[config.mk]
export PLATFORM = sky130hd
export DESIGN_NAME = qla_ctrl
export DESIGN_NICKNAME = d
export VERILOG_FILES = /design/src/verilog/qla_pkg.sv /design/src/verilog/apb_reg_bus.sv /design/src/verilog/board_regs.sv /design/src/verilog/quad_encoder.sv /design/src/verilog/safety_check.sv /design/src/verilog/axis_channel.sv /design/src/verilog/qla_ctrl.sv
export VERILOG_INCLUDE_DIRS = /design/src /design/src/verilog
export SDC_FILE = /design/constraint.sdc
export NUM_CORES = 1
export LEC_CHECK = 0
export BUFFER_PORTS_ARGS = -buffer_cell sky130_fd_sc_hd__buf_2
export CORE_MARGIN = 5
export CORE_UTILIZATION = 30
export CTS_CLUSTER_DIAMETER = 50
export DETAILED_ROUTE_END_ITERATION = 8
export PLACE_DENSITY = 0.49
export SYNTH_ARGS = -nofsm -noshare
export SYNTH_HDL_FRONTEND = slang
export SYNTH_HIERARCHICAL = 1
export SYNTH_SLANG_ARGS = --single-unit
[constraint.sdc]
create_clock -name sysclk -period 8.2 [get_ports sysclk]
set_clock_uncertainty 0.15 [all_clocks]
set_input_delay 0.82 -clock sysclk [delete_from_list [all_inputs] [get_ports sysclk]]
set_output_delay 0.82 -clock sysclk [all_outputs]
set_load 0.02 [all_outputs]
[src/verilog/qla_settings.svh]
//----------------------------------------------------------------------
// qla axis core settings
// widths, axis count and safety limits shared by the RTL
//----------------------------------------------------------------------

`ifndef QLA_SETTINGS_SVH
`define QLA_SETTINGS_SVH

// register bus
`define QLA_NUM_AXES      4         // axis channels 1..4
`define QLA_DATA_WIDTH    32        // register word
`define QLA_ADDR_WIDTH    8         // [7:4] channel, [3:0] offset

// converters, offset binary
`define QLA_CONV_WIDTH    16
`define QLA_MIDSCALE      32768     // zero-current code

// encoder
`define QLA_ENC_WIDTH     24        // counter wraps here

// safety check
`define QLA_SAFETY_MARGIN 256       // allowed excess over 2x command
`define QLA_SAFETY_COUNT  4         // consecutive bad samples to trip

`endif

[src/verilog/qla_pkg.sv]
//----------------------------------------------------------------------
// qla package
// register offsets and safety FSM states
//----------------------------------------------------------------------

package qla_pkg;

    // offsets within an axis channel
    typedef enum logic [3:0] {
        OFF_ADC_DATA = 4'd0,    // captured current feedback
        OFF_DAC_CTRL = 4'd1,    // current command
        OFF_ENC_LOAD = 4'd4,    // encoder preload
        OFF_ENC_DATA = 4'd5     // encoder count
    } reg_offset_e;

    // channel 0 status sits on offset 0 as well
    localparam reg_offset_e OFF_STATUS = OFF_ADC_DATA;

    // overcurrent detector states
    typedef enum logic [1:0] {
        SAFE_IDLE     = 2'd0,   // no violation pending
        SAFE_COUNTING = 2'd1,   // run of bad samples
        SAFE_TRIPPED  = 2'd2    // amp disabled, wait for clear
    } safety_state_e;

endpackage

[src/verilog/apb_reg_bus.sv]
//----------------------------------------------------------------------
// APB slave for the register map
// decodes phases, checks addresses and selects the channel read word
//----------------------------------------------------------------------

`timescale 1ns/1ns

`include "qla_settings.svh"

module apb_reg_bus (
    input  logic                        sysclk,
    input  logic                        reset,
    input  logic [`QLA_ADDR_WIDTH-1:0]  paddr,
    input  logic                        psel,
    input  logic                        penable,
    input  logic                        pwrite,
    input  logic [`QLA_DATA_WIDTH-1:0]  pwdata,
    input  logic [`QLA_NUM_AXES:0][`QLA_DATA_WIDTH-1:0] chan_rdata,
    output logic [`QLA_DATA_WIDTH-1:0]  prdata,
    output logic                        pready,
    output logic                        pslverr,
    output logic                        reg_wen,
    output logic [`QLA_ADDR_WIDTH-1:0]  reg_waddr,
    output logic [`QLA_DATA_WIDTH-1:0]  reg_wdata,
    output logic [`QLA_ADDR_WIDTH-1:0]  reg_raddr
);

    logic [3:0] chan;       // channel field
    logic [3:0] offset;     // offset field
    logic       setup_q;    // previous cycle was a setup phase
    logic       access;     // qualified access phase
    logic       addr_ok;    // address is mapped

    assign chan   = paddr[`QLA_ADDR_WIDTH-1:4];
    assign offset = paddr[3:0];

    // access counts only after a proper setup cycle
    always_ff @(posedge sysclk) begin
        if (reset)
            setup_q <= 1'b0;
        else
            setup_q <= psel && !penable;
    end

    assign access = psel && penable && setup_q;

    //------------------------------------------------------------------
    // address check per channel kind
    //------------------------------------------------------------------
    always_comb begin
        addr_ok = 1'b0;
        if (chan == 4'd0) begin
            addr_ok = (offset == qla_pkg::OFF_STATUS);   // board regs
        end else if (chan <= `QLA_NUM_AXES) begin
            case (offset)
                qla_pkg::OFF_ADC_DATA,
                qla_pkg::OFF_DAC_CTRL,
                qla_pkg::OFF_ENC_LOAD,
                qla_pkg::OFF_ENC_DATA: addr_ok = 1'b1;
                default:               addr_ok = 1'b0;
            endcase
        end
    end

    assign pready  = 1'b1;                  // no wait states
    assign pslverr = access && !addr_ok;
    assign prdata  = (access && addr_ok) ? chan_rdata[chan] : '0;

    // write bus, one pulse per valid access
    assign reg_wen   = access && pwrite && addr_ok;
    assign reg_waddr = paddr;
    assign reg_wdata = pwdata;
    assign reg_raddr = paddr;

endmodule

[src/verilog/board_regs.sv]
//----------------------------------------------------------------------
// channel 0 board registers
// power and amp enables, safety clear pulses, status word
//----------------------------------------------------------------------

`timescale 1ns/1ns

`include "qla_settings.svh"

module board_regs (
    input  logic                        sysclk,
    input  logic                        reset,
    input  logic                        reg_wen,
    input  logic [`QLA_ADDR_WIDTH-1:0]  reg_waddr,
    input  logic [`QLA_DATA_WIDTH-1:0]  reg_wdata,
    input  logic [`QLA_ADDR_WIDTH-1:0]  reg_raddr,
    input  logic [3:0]                  board_id,
    input  logic [`QLA_NUM_AXES-1:0]    amp_disable,
    output logic [`QLA_NUM_AXES-1:0]    amp_enable_req,
    output logic                        pwr_enable,
    output logic [`QLA_NUM_AXES-1:0]    clear_disable,
    output logic [`QLA_DATA_WIDTH-1:0]  rdata
);

    logic wr_status;    // write to the status offset of channel 0

    assign wr_status = reg_wen && (reg_waddr[`QLA_ADDR_WIDTH-1:4] == 4'd0)
                       && (reg_waddr[3:0] == qla_pkg::OFF_STATUS);

    //------------------------------------------------------------------
    // enables and clear pulses
    //------------------------------------------------------------------
    always_ff @(posedge sysclk) begin
        if (reset) begin
            amp_enable_req <= '0;
            pwr_enable     <= 1'b0;
            clear_disable  <= '0;
        end else begin
            clear_disable <= '0;                            // single cycle
            if (wr_status) begin
                amp_enable_req <= reg_wdata[`QLA_NUM_AXES-1:0];
                pwr_enable     <= reg_wdata[4];
                // power on clears every axis latch
                clear_disable  <= reg_wdata[`QLA_NUM_AXES-1:0]
                                  | {`QLA_NUM_AXES{reg_wdata[4]}};
            end
        end
    end

    // status: req [3:0], pwr [4], disables [11:8], id [27:24]
    always_comb begin
        rdata = '0;
        if (reg_raddr[3:0] == qla_pkg::OFF_STATUS) begin
            rdata[3:0]   = amp_enable_req;
            rdata[4]     = pwr_enable;
            rdata[11:8]  = amp_disable;
            rdata[27:24] = board_id;
        end
    end

endmodule

[src/verilog/quad_encoder.sv]
//----------------------------------------------------------------------
// quadrature encoder
// two-flop sync, x4 decode and preloadable up/down counter
//----------------------------------------------------------------------

`timescale 1ns/1ns

`include "qla_settings.svh"

module quad_encoder (
    input  logic                       sysclk,
    input  logic                       reset,
    input  logic                       enc_a,
    input  logic                       enc_b,
    input  logic                       preload_wen,
    input  logic [`QLA_ENC_WIDTH-1:0]  preload_value,
    output logic [`QLA_ENC_WIDTH-1:0]  count
);

    logic [2:0] a_sr;   // [1:0] sync, [2] previous
    logic [2:0] b_sr;
    logic       step;   // exactly one line changed
    logic       up;     // direction of that change

    always_ff @(posedge sysclk) begin
        if (reset) begin
            a_sr <= '0;
            b_sr <= '0;
        end else begin
            a_sr <= {a_sr[1:0], enc_a};
            b_sr <= {b_sr[1:0], enc_b};
        end
    end

    // a double change is an error and falls out of the xor
    assign step = (a_sr[1] ^ a_sr[2]) ^ (b_sr[1] ^ b_sr[2]);
    assign up   = a_sr[1] ^ b_sr[2];    // A leading B counts up

    //------------------------------------------------------------------
    // counter, wraps at full width
    //------------------------------------------------------------------
    always_ff @(posedge sysclk) begin
        if (reset)
            count <= '0;
        else if (preload_wen)
            count <= preload_value;     // preload wins over an edge
        else if (step)
            count <= up ? count + 1'b1 : count - 1'b1;
    end

endmodule

[src/verilog/safety_check.sv]
//----------------------------------------------------------------------
// overcurrent check
// trips after a run of samples above twice the command plus margin
//----------------------------------------------------------------------

`timescale 1ns/1ns

`include "qla_settings.svh"

module safety_check (
    input  logic                       sysclk,
    input  logic                       reset,
    input  logic [`QLA_CONV_WIDTH-1:0] cur_in,
    input  logic [`QLA_CONV_WIDTH-1:0] dac_in,
    input  logic                       sample_valid,
    input  logic                       clear_disable,
    output logic                       amp_disable
);

    localparam int CW    = `QLA_CONV_WIDTH;
    localparam int CNT_W = $clog2(`QLA_SAFETY_COUNT + 1);
    localparam logic [CW-1:0]    MID     = `QLA_MIDSCALE;
    localparam logic [CW+1:0]    MARGIN  = `QLA_SAFETY_MARGIN;
    localparam logic [CNT_W-1:0] TRIP_AT = `QLA_SAFETY_COUNT - 1;

    qla_pkg::safety_state_e state;
    logic [CNT_W-1:0]       viol_cnt;   // bad samples so far
    logic [CW-1:0]          cur_mag;    // |feedback - mid|
    logic [CW-1:0]          dac_mag;    // |command - mid|
    logic [CW+1:0]          limit;
    logic                   violate;

    assign cur_mag = (cur_in >= MID) ? cur_in - MID : MID - cur_in;
    assign dac_mag = (dac_in >= MID) ? dac_in - MID : MID - dac_in;
    assign limit   = {1'b0, dac_mag, 1'b0} + MARGIN;       // 2x cmd + margin
    assign violate = {2'b00, cur_mag} > limit;

    //------------------------------------------------------------------
    // consecutive violation FSM
    //------------------------------------------------------------------
    always_ff @(posedge sysclk) begin
        if (reset || clear_disable) begin
            state    <= qla_pkg::SAFE_IDLE;
            viol_cnt <= '0;
        end else if (sample_valid) begin
            case (state)
                qla_pkg::SAFE_IDLE,
                qla_pkg::SAFE_COUNTING: begin
                    if (violate) begin
                        viol_cnt <= viol_cnt + 1'b1;
                        if (viol_cnt == TRIP_AT)
                            state <= qla_pkg::SAFE_TRIPPED;
                        else
                            state <= qla_pkg::SAFE_COUNTING;
                    end else begin
                        viol_cnt <= '0;             // run broken
                        state    <= qla_pkg::SAFE_IDLE;
                    end
                end
                default: state <= state;            // tripped holds until clear
            endcase
        end
    end

    assign amp_disable = (state == qla_pkg::SAFE_TRIPPED);

endmodule

[src/verilog/axis_channel.sv]
//----------------------------------------------------------------------
// one motor axis
// current command, feedback capture, encoder, safety and read mux
//----------------------------------------------------------------------

`timescale 1ns/1ns

`include "qla_settings.svh"

module axis_channel #(
    parameter int AXIS_NUM = 1                      // channel number 1..4
) (
    input  logic                        sysclk,
    input  logic                        reset,
    input  logic                        reg_wen,
    input  logic [`QLA_ADDR_WIDTH-1:0]  reg_waddr,
    input  logic [`QLA_DATA_WIDTH-1:0]  reg_wdata,
    input  logic [`QLA_ADDR_WIDTH-1:0]  reg_raddr,
    input  logic [`QLA_CONV_WIDTH-1:0]  cur_fb,
    input  logic                        cur_ready,
    input  logic                        enc_a,
    input  logic                        enc_b,
    input  logic                        clear_disable,
    output logic [`QLA_CONV_WIDTH-1:0]  cur_cmd,
    output logic                        amp_disable,
    output logic [`QLA_DATA_WIDTH-1:0]  rdata
);

    logic                       wr_chan;        // write hits this axis
    logic                       preload_wen;
    logic [`QLA_CONV_WIDTH-1:0] fb_q;           // captured feedback
    logic                       fb_valid;       // fb_q fresh this cycle
    logic [`QLA_ENC_WIDTH-1:0]  preload_q;      // last preload, readable
    logic [`QLA_ENC_WIDTH-1:0]  enc_count;

    assign wr_chan     = reg_wen && (reg_waddr[`QLA_ADDR_WIDTH-1:4] == 4'(AXIS_NUM));
    assign preload_wen = wr_chan && (reg_waddr[3:0] == qla_pkg::OFF_ENC_LOAD);

    //------------------------------------------------------------------
    // command and preload registers
    //------------------------------------------------------------------
    always_ff @(posedge sysclk) begin
        if (reset) begin
            cur_cmd   <= '0;
            preload_q <= '0;
        end else begin
            if (wr_chan && (reg_waddr[3:0] == qla_pkg::OFF_DAC_CTRL))
                cur_cmd <= reg_wdata[`QLA_CONV_WIDTH-1:0];
            if (preload_wen)
                preload_q <= reg_wdata[`QLA_ENC_WIDTH-1:0];
        end
    end

    // feedback capture on the converter strobe
    always_ff @(posedge sysclk) begin
        if (cur_ready)
            fb_q <= cur_fb;
    end

    always_ff @(posedge sysclk) begin
        if (reset)
            fb_valid <= 1'b0;
        else
            fb_valid <= cur_ready;      // safety sees sample a cycle later
    end

    quad_encoder enc0 (
        .sysclk        (sysclk),
        .reset         (reset),
        .enc_a         (enc_a),
        .enc_b         (enc_b),
        .preload_wen   (preload_wen),
        .preload_value (reg_wdata[`QLA_ENC_WIDTH-1:0]),
        .count         (enc_count)
    );

    safety_check safe0 (
        .sysclk        (sysclk),
        .reset         (reset),
        .cur_in        (fb_q),
        .dac_in        (cur_cmd),
        .sample_valid  (fb_valid),
        .clear_disable (clear_disable),
        .amp_disable   (amp_disable)
    );

    // read mux, all fields zero extended
    always_comb begin
        rdata = '0;
        case (reg_raddr[3:0])
            qla_pkg::OFF_ADC_DATA: rdata[`QLA_CONV_WIDTH-1:0] = fb_q;
            qla_pkg::OFF_DAC_CTRL: rdata[`QLA_CONV_WIDTH-1:0] = cur_cmd;
            qla_pkg::OFF_ENC_LOAD: rdata[`QLA_ENC_WIDTH-1:0]  = preload_q;
            qla_pkg::OFF_ENC_DATA: rdata[`QLA_ENC_WIDTH-1:0]  = enc_count;
            default:               rdata = '0;
        endcase
    end

endmodule

[src/verilog/qla_ctrl.sv]
//----------------------------------------------------------------------
// qla axis core top
// APB register bus, board registers and four axis channels
//----------------------------------------------------------------------

`timescale 1ns/1ns

`include "qla_settings.svh"

module qla_ctrl (
    input  logic                        sysclk,
    input  logic                        reset,
    // APB slave
    input  logic [`QLA_ADDR_WIDTH-1:0]  paddr,
    input  logic                        psel,
    input  logic                        penable,
    input  logic                        pwrite,
    input  logic [`QLA_DATA_WIDTH-1:0]  pwdata,
    output logic [`QLA_DATA_WIDTH-1:0]  prdata,
    output logic                        pready,
    output logic                        pslverr,
    // board and axis I/O
    input  logic [3:0]                  board_id_n,     // rotary switch
    input  logic [`QLA_NUM_AXES-1:0][`QLA_CONV_WIDTH-1:0] cur_fb,
    input  logic                        cur_ready,
    input  logic [`QLA_NUM_AXES-1:0]    enc_a,
    input  logic [`QLA_NUM_AXES-1:0]    enc_b,
    output logic [`QLA_NUM_AXES-1:0][`QLA_CONV_WIDTH-1:0] cur_cmd,
    output logic [`QLA_NUM_AXES-1:0]    amp_enable,
    output logic                        pwr_enable
);

    logic                       reg_wen;
    logic [`QLA_ADDR_WIDTH-1:0] reg_waddr;
    logic [`QLA_DATA_WIDTH-1:0] reg_wdata;
    logic [`QLA_ADDR_WIDTH-1:0] reg_raddr;
    logic [`QLA_NUM_AXES:0][`QLA_DATA_WIDTH-1:0] chan_rdata;   // 0 board, 1..4 axes
    logic [3:0]                 board_id;
    logic [`QLA_NUM_AXES-1:0]   amp_enable_req;
    logic [`QLA_NUM_AXES-1:0]   amp_disable;    // safety latches
    logic [`QLA_NUM_AXES-1:0]   clear_disable;

    assign board_id = ~board_id_n;              // switch is active low

    // amp needs request, power and no safety trip
    assign amp_enable = amp_enable_req & ~amp_disable & {`QLA_NUM_AXES{pwr_enable}};

    apb_reg_bus bus0 (
        .sysclk     (sysclk),
        .reset      (reset),
        .paddr      (paddr),
        .psel       (psel),
        .penable    (penable),
        .pwrite     (pwrite),
        .pwdata     (pwdata),
        .chan_rdata (chan_rdata),
        .prdata     (prdata),
        .pready     (pready),
        .pslverr    (pslverr),
        .reg_wen    (reg_wen),
        .reg_waddr  (reg_waddr),
        .reg_wdata  (reg_wdata),
        .reg_raddr  (reg_raddr)
    );

    board_regs chan0 (
        .sysclk         (sysclk),
        .reset          (reset),
        .reg_wen        (reg_wen),
        .reg_waddr      (reg_waddr),
        .reg_wdata      (reg_wdata),
        .reg_raddr      (reg_raddr),
        .board_id       (board_id),
        .amp_disable    (amp_disable),
        .amp_enable_req (amp_enable_req),
        .pwr_enable     (pwr_enable),
        .clear_disable  (clear_disable),
        .rdata          (chan_rdata[0])
    );

    //------------------------------------------------------------------
    // axis channels 1..4
    //------------------------------------------------------------------
    for (genvar i = 0; i < `QLA_NUM_AXES; i++) begin : g_axis
        axis_channel #(.AXIS_NUM(i + 1)) axis (
            .sysclk        (sysclk),
            .reset         (reset),
            .reg_wen       (reg_wen),
            .reg_waddr     (reg_waddr),
            .reg_wdata     (reg_wdata),
            .reg_raddr     (reg_raddr),
            .cur_fb        (cur_fb[i]),
            .cur_ready     (cur_ready),
            .enc_a         (enc_a[i]),
            .enc_b         (enc_b[i]),
            .clear_disable (clear_disable[i]),
            .cur_cmd       (cur_cmd[i]),
            .amp_disable   (amp_disable[i]),
            .rdata         (chan_rdata[i + 1])
        );
    end

endmodule

==> run metrics, run 1 <==
status=finished clean; WS Path Type=primary input to output pin; Post-CTS Resized=0; hold_ws=approximately 0.22 ns; Post-Synthesis Cells=approximately 3.5k; largest net degree at the start of global routing=~140; number of top-level pins=225; actual slew at the worst max-slew pin=between 1 and 1.5 ns; Sw Share=34.5%; Netlist Area Pre-Place=between 0.02 and 0.03 mm²; routed vias=26.3k; Max Clock Freq=about 180 MHz; leakage=0.0133 µW; type of origin of the critical path=primary input; Pwr per Cell Area=approximately 220 mW/mm²; Initial Util=30.3%; CP endpoint kind=output pin; register area=just over 0.008 mm²; initial antenna violation count=7; CTS tree=yes; Syn Area/Cell=roughly 8.6 µm²; max cap viols=0; core area=between 0.09 and 0.1 mm²; RSZ-0062 raised after global routing=false; die width=326 µm; DR WL/cell=about 22 µm; GPL Wtd Cong=~0.87; final hold violation count=0; clk buf depth=3; vias in the first global route=24.8k; Vias/cell=between 5 and 6; first-pass GRT wire length=~160,000 µm; row count=roughly 120; Worst slew margin=~18%; Filler cells=around 10k; Vert. Die Dim=between 300 and 400 µm; multi-input logic area=approximately 0.02 mm²; worst skew pair latency=about 0.64 ns; internal power=slightly below 5000 µW; TNS Setup=0 ns; Clock Power Share=approximately two fifths; antenna violation net count after detailed routing=0; crit path time final=around 5.6 ns; Total Wirelength=about 110,000 µm; Area Overhead vs Synth=12.9%; GRT overflow=0; post-CTS setup buffers=0; die area=roughly 0.11 mm²; count of final setup violators=0; Net Sw Power=approximately 2600 µW; CTS root buffer=clkbuf_16; Num Clock Sinks=between 300 and 400; I/O Buffers=215; register share of total power=about a third; H-tree levels=3; initial DRC count=2,449; Max Slew Vio Count=0; Residual DRC=0; total CTS buffers=72; cts hold-fix bufs=0; combinational share of power=between 20% and 30%; Worst EP arrival=4.61 ns; layout cell share with drive strength beyond 1=approximately 15%; Total GRT Usage=around 20%; number of iterations in the first detailed-routing pass=9; final net count=about 3.7k; worst vdd ir=around 140 µV; Critical Path Fanout Max=27; Synth Warn #=6; Worst Hold Class=primary input to flop; Tcrit/Tclk final=about 70%; WP data required=between 7 and 8 ns; clock transition at the registers of the reported paths=about 0.050 ns; dpl hpwl=roughly 78,000 µm
==> power groups by stage <==
stage	logic (µW)	registers, µW	clock network, µW
after floorplan	1640	2170	0
after global placement	1900	2410	0
after detailed placement	1900	2410	0
after CTS	1910	2370	3180
after global routing	2130	2410	3270
final	1930	2380	3110
==> final timing paths <==
check / start / end / slack, ns / cells after the start
min: cur_fb[63] / g_axis[3].axis/fb_q[15]$_DFFE_PP_ / 0.22 / 1
min reg2reg: g_axis[3].axis/enc0/b_sr[0]$_SDFF_PP0_ / g_axis[3].axis/enc0/b_sr[1]$_SDFF_PP0_ / 0.27 / 1
max: paddr[0] / prdata[7] / 2.62 / 10
max reg2reg: g_axis[1].axis/cur_cmd[5]$_SDFFE_PP0P_ / g_axis[1].axis/safe0/state[0]$_SDFFE_PP0P_ / 3.59 / 17
==> layer usage <==
layer / GRT usage (%) / vias to the layer above / routed length (µm)
met1: 27.9 / 12800 / 51200
met5: 0 / - / 10
met2: 30.4 / 754 / 48100
met3: 2.96 / 125 / 5990
li1: - / 12700 / -
met4: 6.55 / 2 / 3460
==> metrics by stage <==
step	setup WS [ns]	utilization [%]	instance area, µm²	power (µW)	instances
floorplan	4.07	-	30100	3810	3515
global placement	2.76	31.6	31200	4310	4717
detailed placement	2.72	31.6	31200	4310	4717
CTS	2.71	34.2	33800	7470	4848
global route	2.56	34.2	33800	7810	4848
finish	2.62	34.2	33800	7420	4852
==> critical path, cell delays in order <==
cell,delay (ns)
buf_4,0.39
buf_4,0.53
nor4bb_4,0.28
buf_4,0.36
a22oi_1,0.14
o21ai_1,0.19
nor2b_1,0.36
a222oi_1,0.23
a2111oi_0,0.97
buf_2,0.32
==> cell usage in the layout, fill, tap and decap left out, drive strengths merged, types with 25 or more instances in the layout <==
master / n
nand3b: 25
nor4: 81
a2111oi: 48
xnor2: 139
ha: 84
edfxtp: 64
a222oi: 31
o31ai: 25
nand4: 65
nand2: 155
xor2: 100
inv: 94
nand2b: 296
a21oi: 123
or4: 36
mux2i: 340
o21ai: 109
nand3: 52
dfxtp: 314
or3: 35
a22o: 33
buf: 261
clkbuf: 93
conb: 52
nor2b: 86
a21o: 39
nor3: 107
a31oi: 32
nor2: 244
a22oi: 66
and3: 34
==> registers in the layout, indices dropped and copies added, names as in the netlist, 4 cells and up <==
register,cells
g_axis.axis/safe0/state,8
chan0/amp_enable_req,4
chan0/clear_disable,4
g_axis.axis/fb_q,64
g_axis.axis/enc0/count,96
g_axis.axis/enc0/b_sr,12
g_axis.axis/safe0/viol_cnt,12
g_axis.axis/cur_cmd,64
g_axis.axis/preload_q,96
g_axis.axis/fb_valid,4
g_axis.axis/enc0/a_sr,12
==> final cells by class <==
class	count	share of cell area [%]
Multi-Input combinational cell	2710	58.2
Inverter	81	0.938
Clock inverter	38	1.38
Tap cell	1287	4.77
Antenna cell	4	0.0296
Timing Repair Buffer	261	4.30
Clock buffer	93	6.08
Sequential cell	378	24.3
No activity file was read; power rests on OpenSTA's default activity.
==> run 2, diff against run 1 <==
--- a/config.mk
+++ b/config.mk
@@ -11,7 +11,7 @@
 export CORE_UTILIZATION = 30
 export CTS_CLUSTER_DIAMETER = 50
 export DETAILED_ROUTE_END_ITERATION = 8
-export PLACE_DENSITY = 0.49
+export PLACE_DENSITY = 0.5
 export SYNTH_ARGS = -nofsm -noshare
 export SYNTH_HDL_FRONTEND = slang
 export SYNTH_HIERARCHICAL = 1
==> constraint.sdc (replaced) <==
create_clock -name sysclk -period 4.9 [get_ports sysclk]
set_clock_uncertainty 0.15 [all_clocks]
set_input_delay 0.49 -clock sysclk [delete_from_list [all_inputs] [get_ports sysclk]]
set_output_delay 0.49 -clock sysclk [all_outputs]
set_load 0.02 [all_outputs]
==> run metrics, run 2 (synthesis gave the netlist of run 1 again) <==
status=finished clean; WS Path Type=primary input to output pin; GPL Wtd Cong=0.888 (+1.8%); Vias/cell=5.41 (-0.26%); DR WL/cell=22.3 µm (-0.50%); worst skew pair latency=0.62 ns (-0.02 ns); largest registers=g_axis.axis/enc0/count x96, g_axis.axis/preload_q x96; Sw Share=35.0% (+0.58 points); Max Slew Vio Count=0 (unchanged); clock transition at the registers of the reported paths=0.05 ns (about the same); antenna violation net count after detailed routing=0 (unchanged); CTS tree=yes; core area=0.0987 mm² (unchanged); initial DRC count=2,775 (+13%); dpl hpwl=79,600 µm (+2.3%); number of top-level pins=225 (unchanged); die width=326 µm (unchanged); post-CTS setup buffers=0 (unchanged); post-layout util=35.0% (+0.80 points); GRT overflow=0 (unchanged); Initial Util=30.3% (unchanged); Post-CTS Resized=0 (unchanged); Vert. Die Dim=326 µm (unchanged); Clock Power Share=39.5% (-2.4 points); combinational share of power=27.2% (+1.2 points); final net count=3,817 (+2.9%); setup ws final=0.510 ns (-2.11 ns); Pwr per Cell Area=348 mW/mm² (+58%); crit path time final=4.39 ns; RSZ-0062 raised after global routing=false; Worst slew margin=20.7% (+2.8 points); Worst EP arrival=3.75 ns (-0.86 ns); Critical Path Fanout Max=19 (-30%); vias in the first global route=25.2k (+1.3%); WP data required=4.26 ns (-2.97 ns); routed vias=26.8k (+1.9%); CP endpoint kind=output pin; commonest cells after routing, fill and taps aside=mux2i_1, dfxtp_1, nand2b_1; Place WS=0.569 ns (-2.15 ns); commonest non-fill, non-tap cell in the layout=mux2i_1; Residual DRC=0 (unchanged); max cap viols=0 (unchanged); Area Overhead vs Synth=15.5%; H-tree levels=3 (unchanged); register area=0.00821 mm² (unchanged); largest net degree at the start of global routing=111 (-22%); cts hold-fix bufs=74 (+74); count of final setup violators=0 (unchanged); register share of total power=33.3% (+1.2 points); first-pass GRT wire length=165,000 µm (+1.6%); Net Sw Power=4210 µW (+65%); worst vdd ir=229 µV (+69%); Filler cells=10.2k (-0.69%); leakage=0.0137 µW (+2.8%); number of iterations in the first detailed-routing pass=7 (-2); multi-input logic area=0.0196 mm² (unchanged); I/O Buffers=215 (unchanged); actual slew at the worst max-slew pin=1.18 ns (-0.0474 ns); Total Wirelength=111,000 µm (+1.6%); TNS Setup=0 ns (unchanged); clk buf depth=3 (unchanged); initial antenna violation count=8 (+1); Max Clock Freq=between 200 and 250 MHz; final hold violation count=0 (unchanged); Tcrit/Tclk final=89.6%; Worst Hold Class=primary input to flop; die area=0.106 mm² (unchanged); internal power=7820 µW (+61%); layout cell share with drive strength beyond 1=15.2% (+0.39 points); Total GRT Usage=20.0% (+0.38 points); Num Clock Sinks=378 (unchanged); row count=115 (unchanged); total CTS buffers=69 (-4.2%); type of origin of the critical path=primary input; CTS root buffer=clkbuf_16
## run 2: critical path: stages
cell and delay [ns]:
buf_2 0.35, or3_1 0.70, o21ai_0 0.61, mux2_2 0.26, nand2_1 0.05, a2111oi_0 0.82
buf_4 0.25, buf_2 0.17
## run 2: area by class of cell
| class | instances | share of cell area [%] |
|---|---|---|
| Clock inverter | 40 | 1.09 |
| Sequential cell | 378 | 23.8 |
| Inverter | 81 | 0.916 |
| Multi-Input combinational cell | 2710 | 56.9 |
| Tap cell | 1287 | 4.66 |
| Antenna cell | 2 | 0.0145 |
| Clock buffer | 86 | 5.51 |
| Timing Repair Buffer | 371 | 7.20 |
## run 2: final timing paths
kind                                                        startpoint                                         end  slack [ns]  cells past startpoint
worst min register to register  g_axis[3].axis/enc0/b_sr[0]$_SDFF_PP0_      g_axis[3].axis/enc0/b_sr[1]$_SDFF_PP0_        0.28                      1
worst max-delay path                                          paddr[3]                                   prdata[4]        0.51                      8
worst min-delay path                                        pwdata[22]   g_axis[2].axis/preload_q[22]$_SDFFE_PP0P_        0.13                      3
worst max register to register  g_axis[1].axis/cur_cmd[5]$_SDFFE_PP0P_  g_axis[1].axis/safe0/state[1]$_SDFFE_PP0P_        0.61                     17
## run 2: power by group through the flow
stage                     logic (µW)  clock network [µW]  registers [µW]
final                           3270                4750            4000
after global routing            3620                5030            4040
after CTS                       3240                4880            3980
after detailed placement        3180                   0            4040
after global placement          3170                   0            4040
after floorplan                 2750                   0            3620
## run 2: routing by layer
layer / GRT usage (%) / share of wire [%]
met1: 28.7 / 47
met4: 5.85 / 3.0
met5: 0 / 0.024
met3: 3.36 / 6.2
met2: 30.8 / 44
## run 2: stage by stage
step | instance area [µm²] | cells | power (µW) | hold slack, ns
global placement | 31500 | 4753 | 7220 | 0.269
CTS | 34500 | 4953 | 12100 | 0.0868
global route | 34600 | 4954 | 12700 | 0.119
detailed placement | 31500 | 4753 | 7220 | 0.274
floorplan | 30100 | 3515 | 6370 | 0.264
finish | 34600 | 4955 | 12000 | 0.127
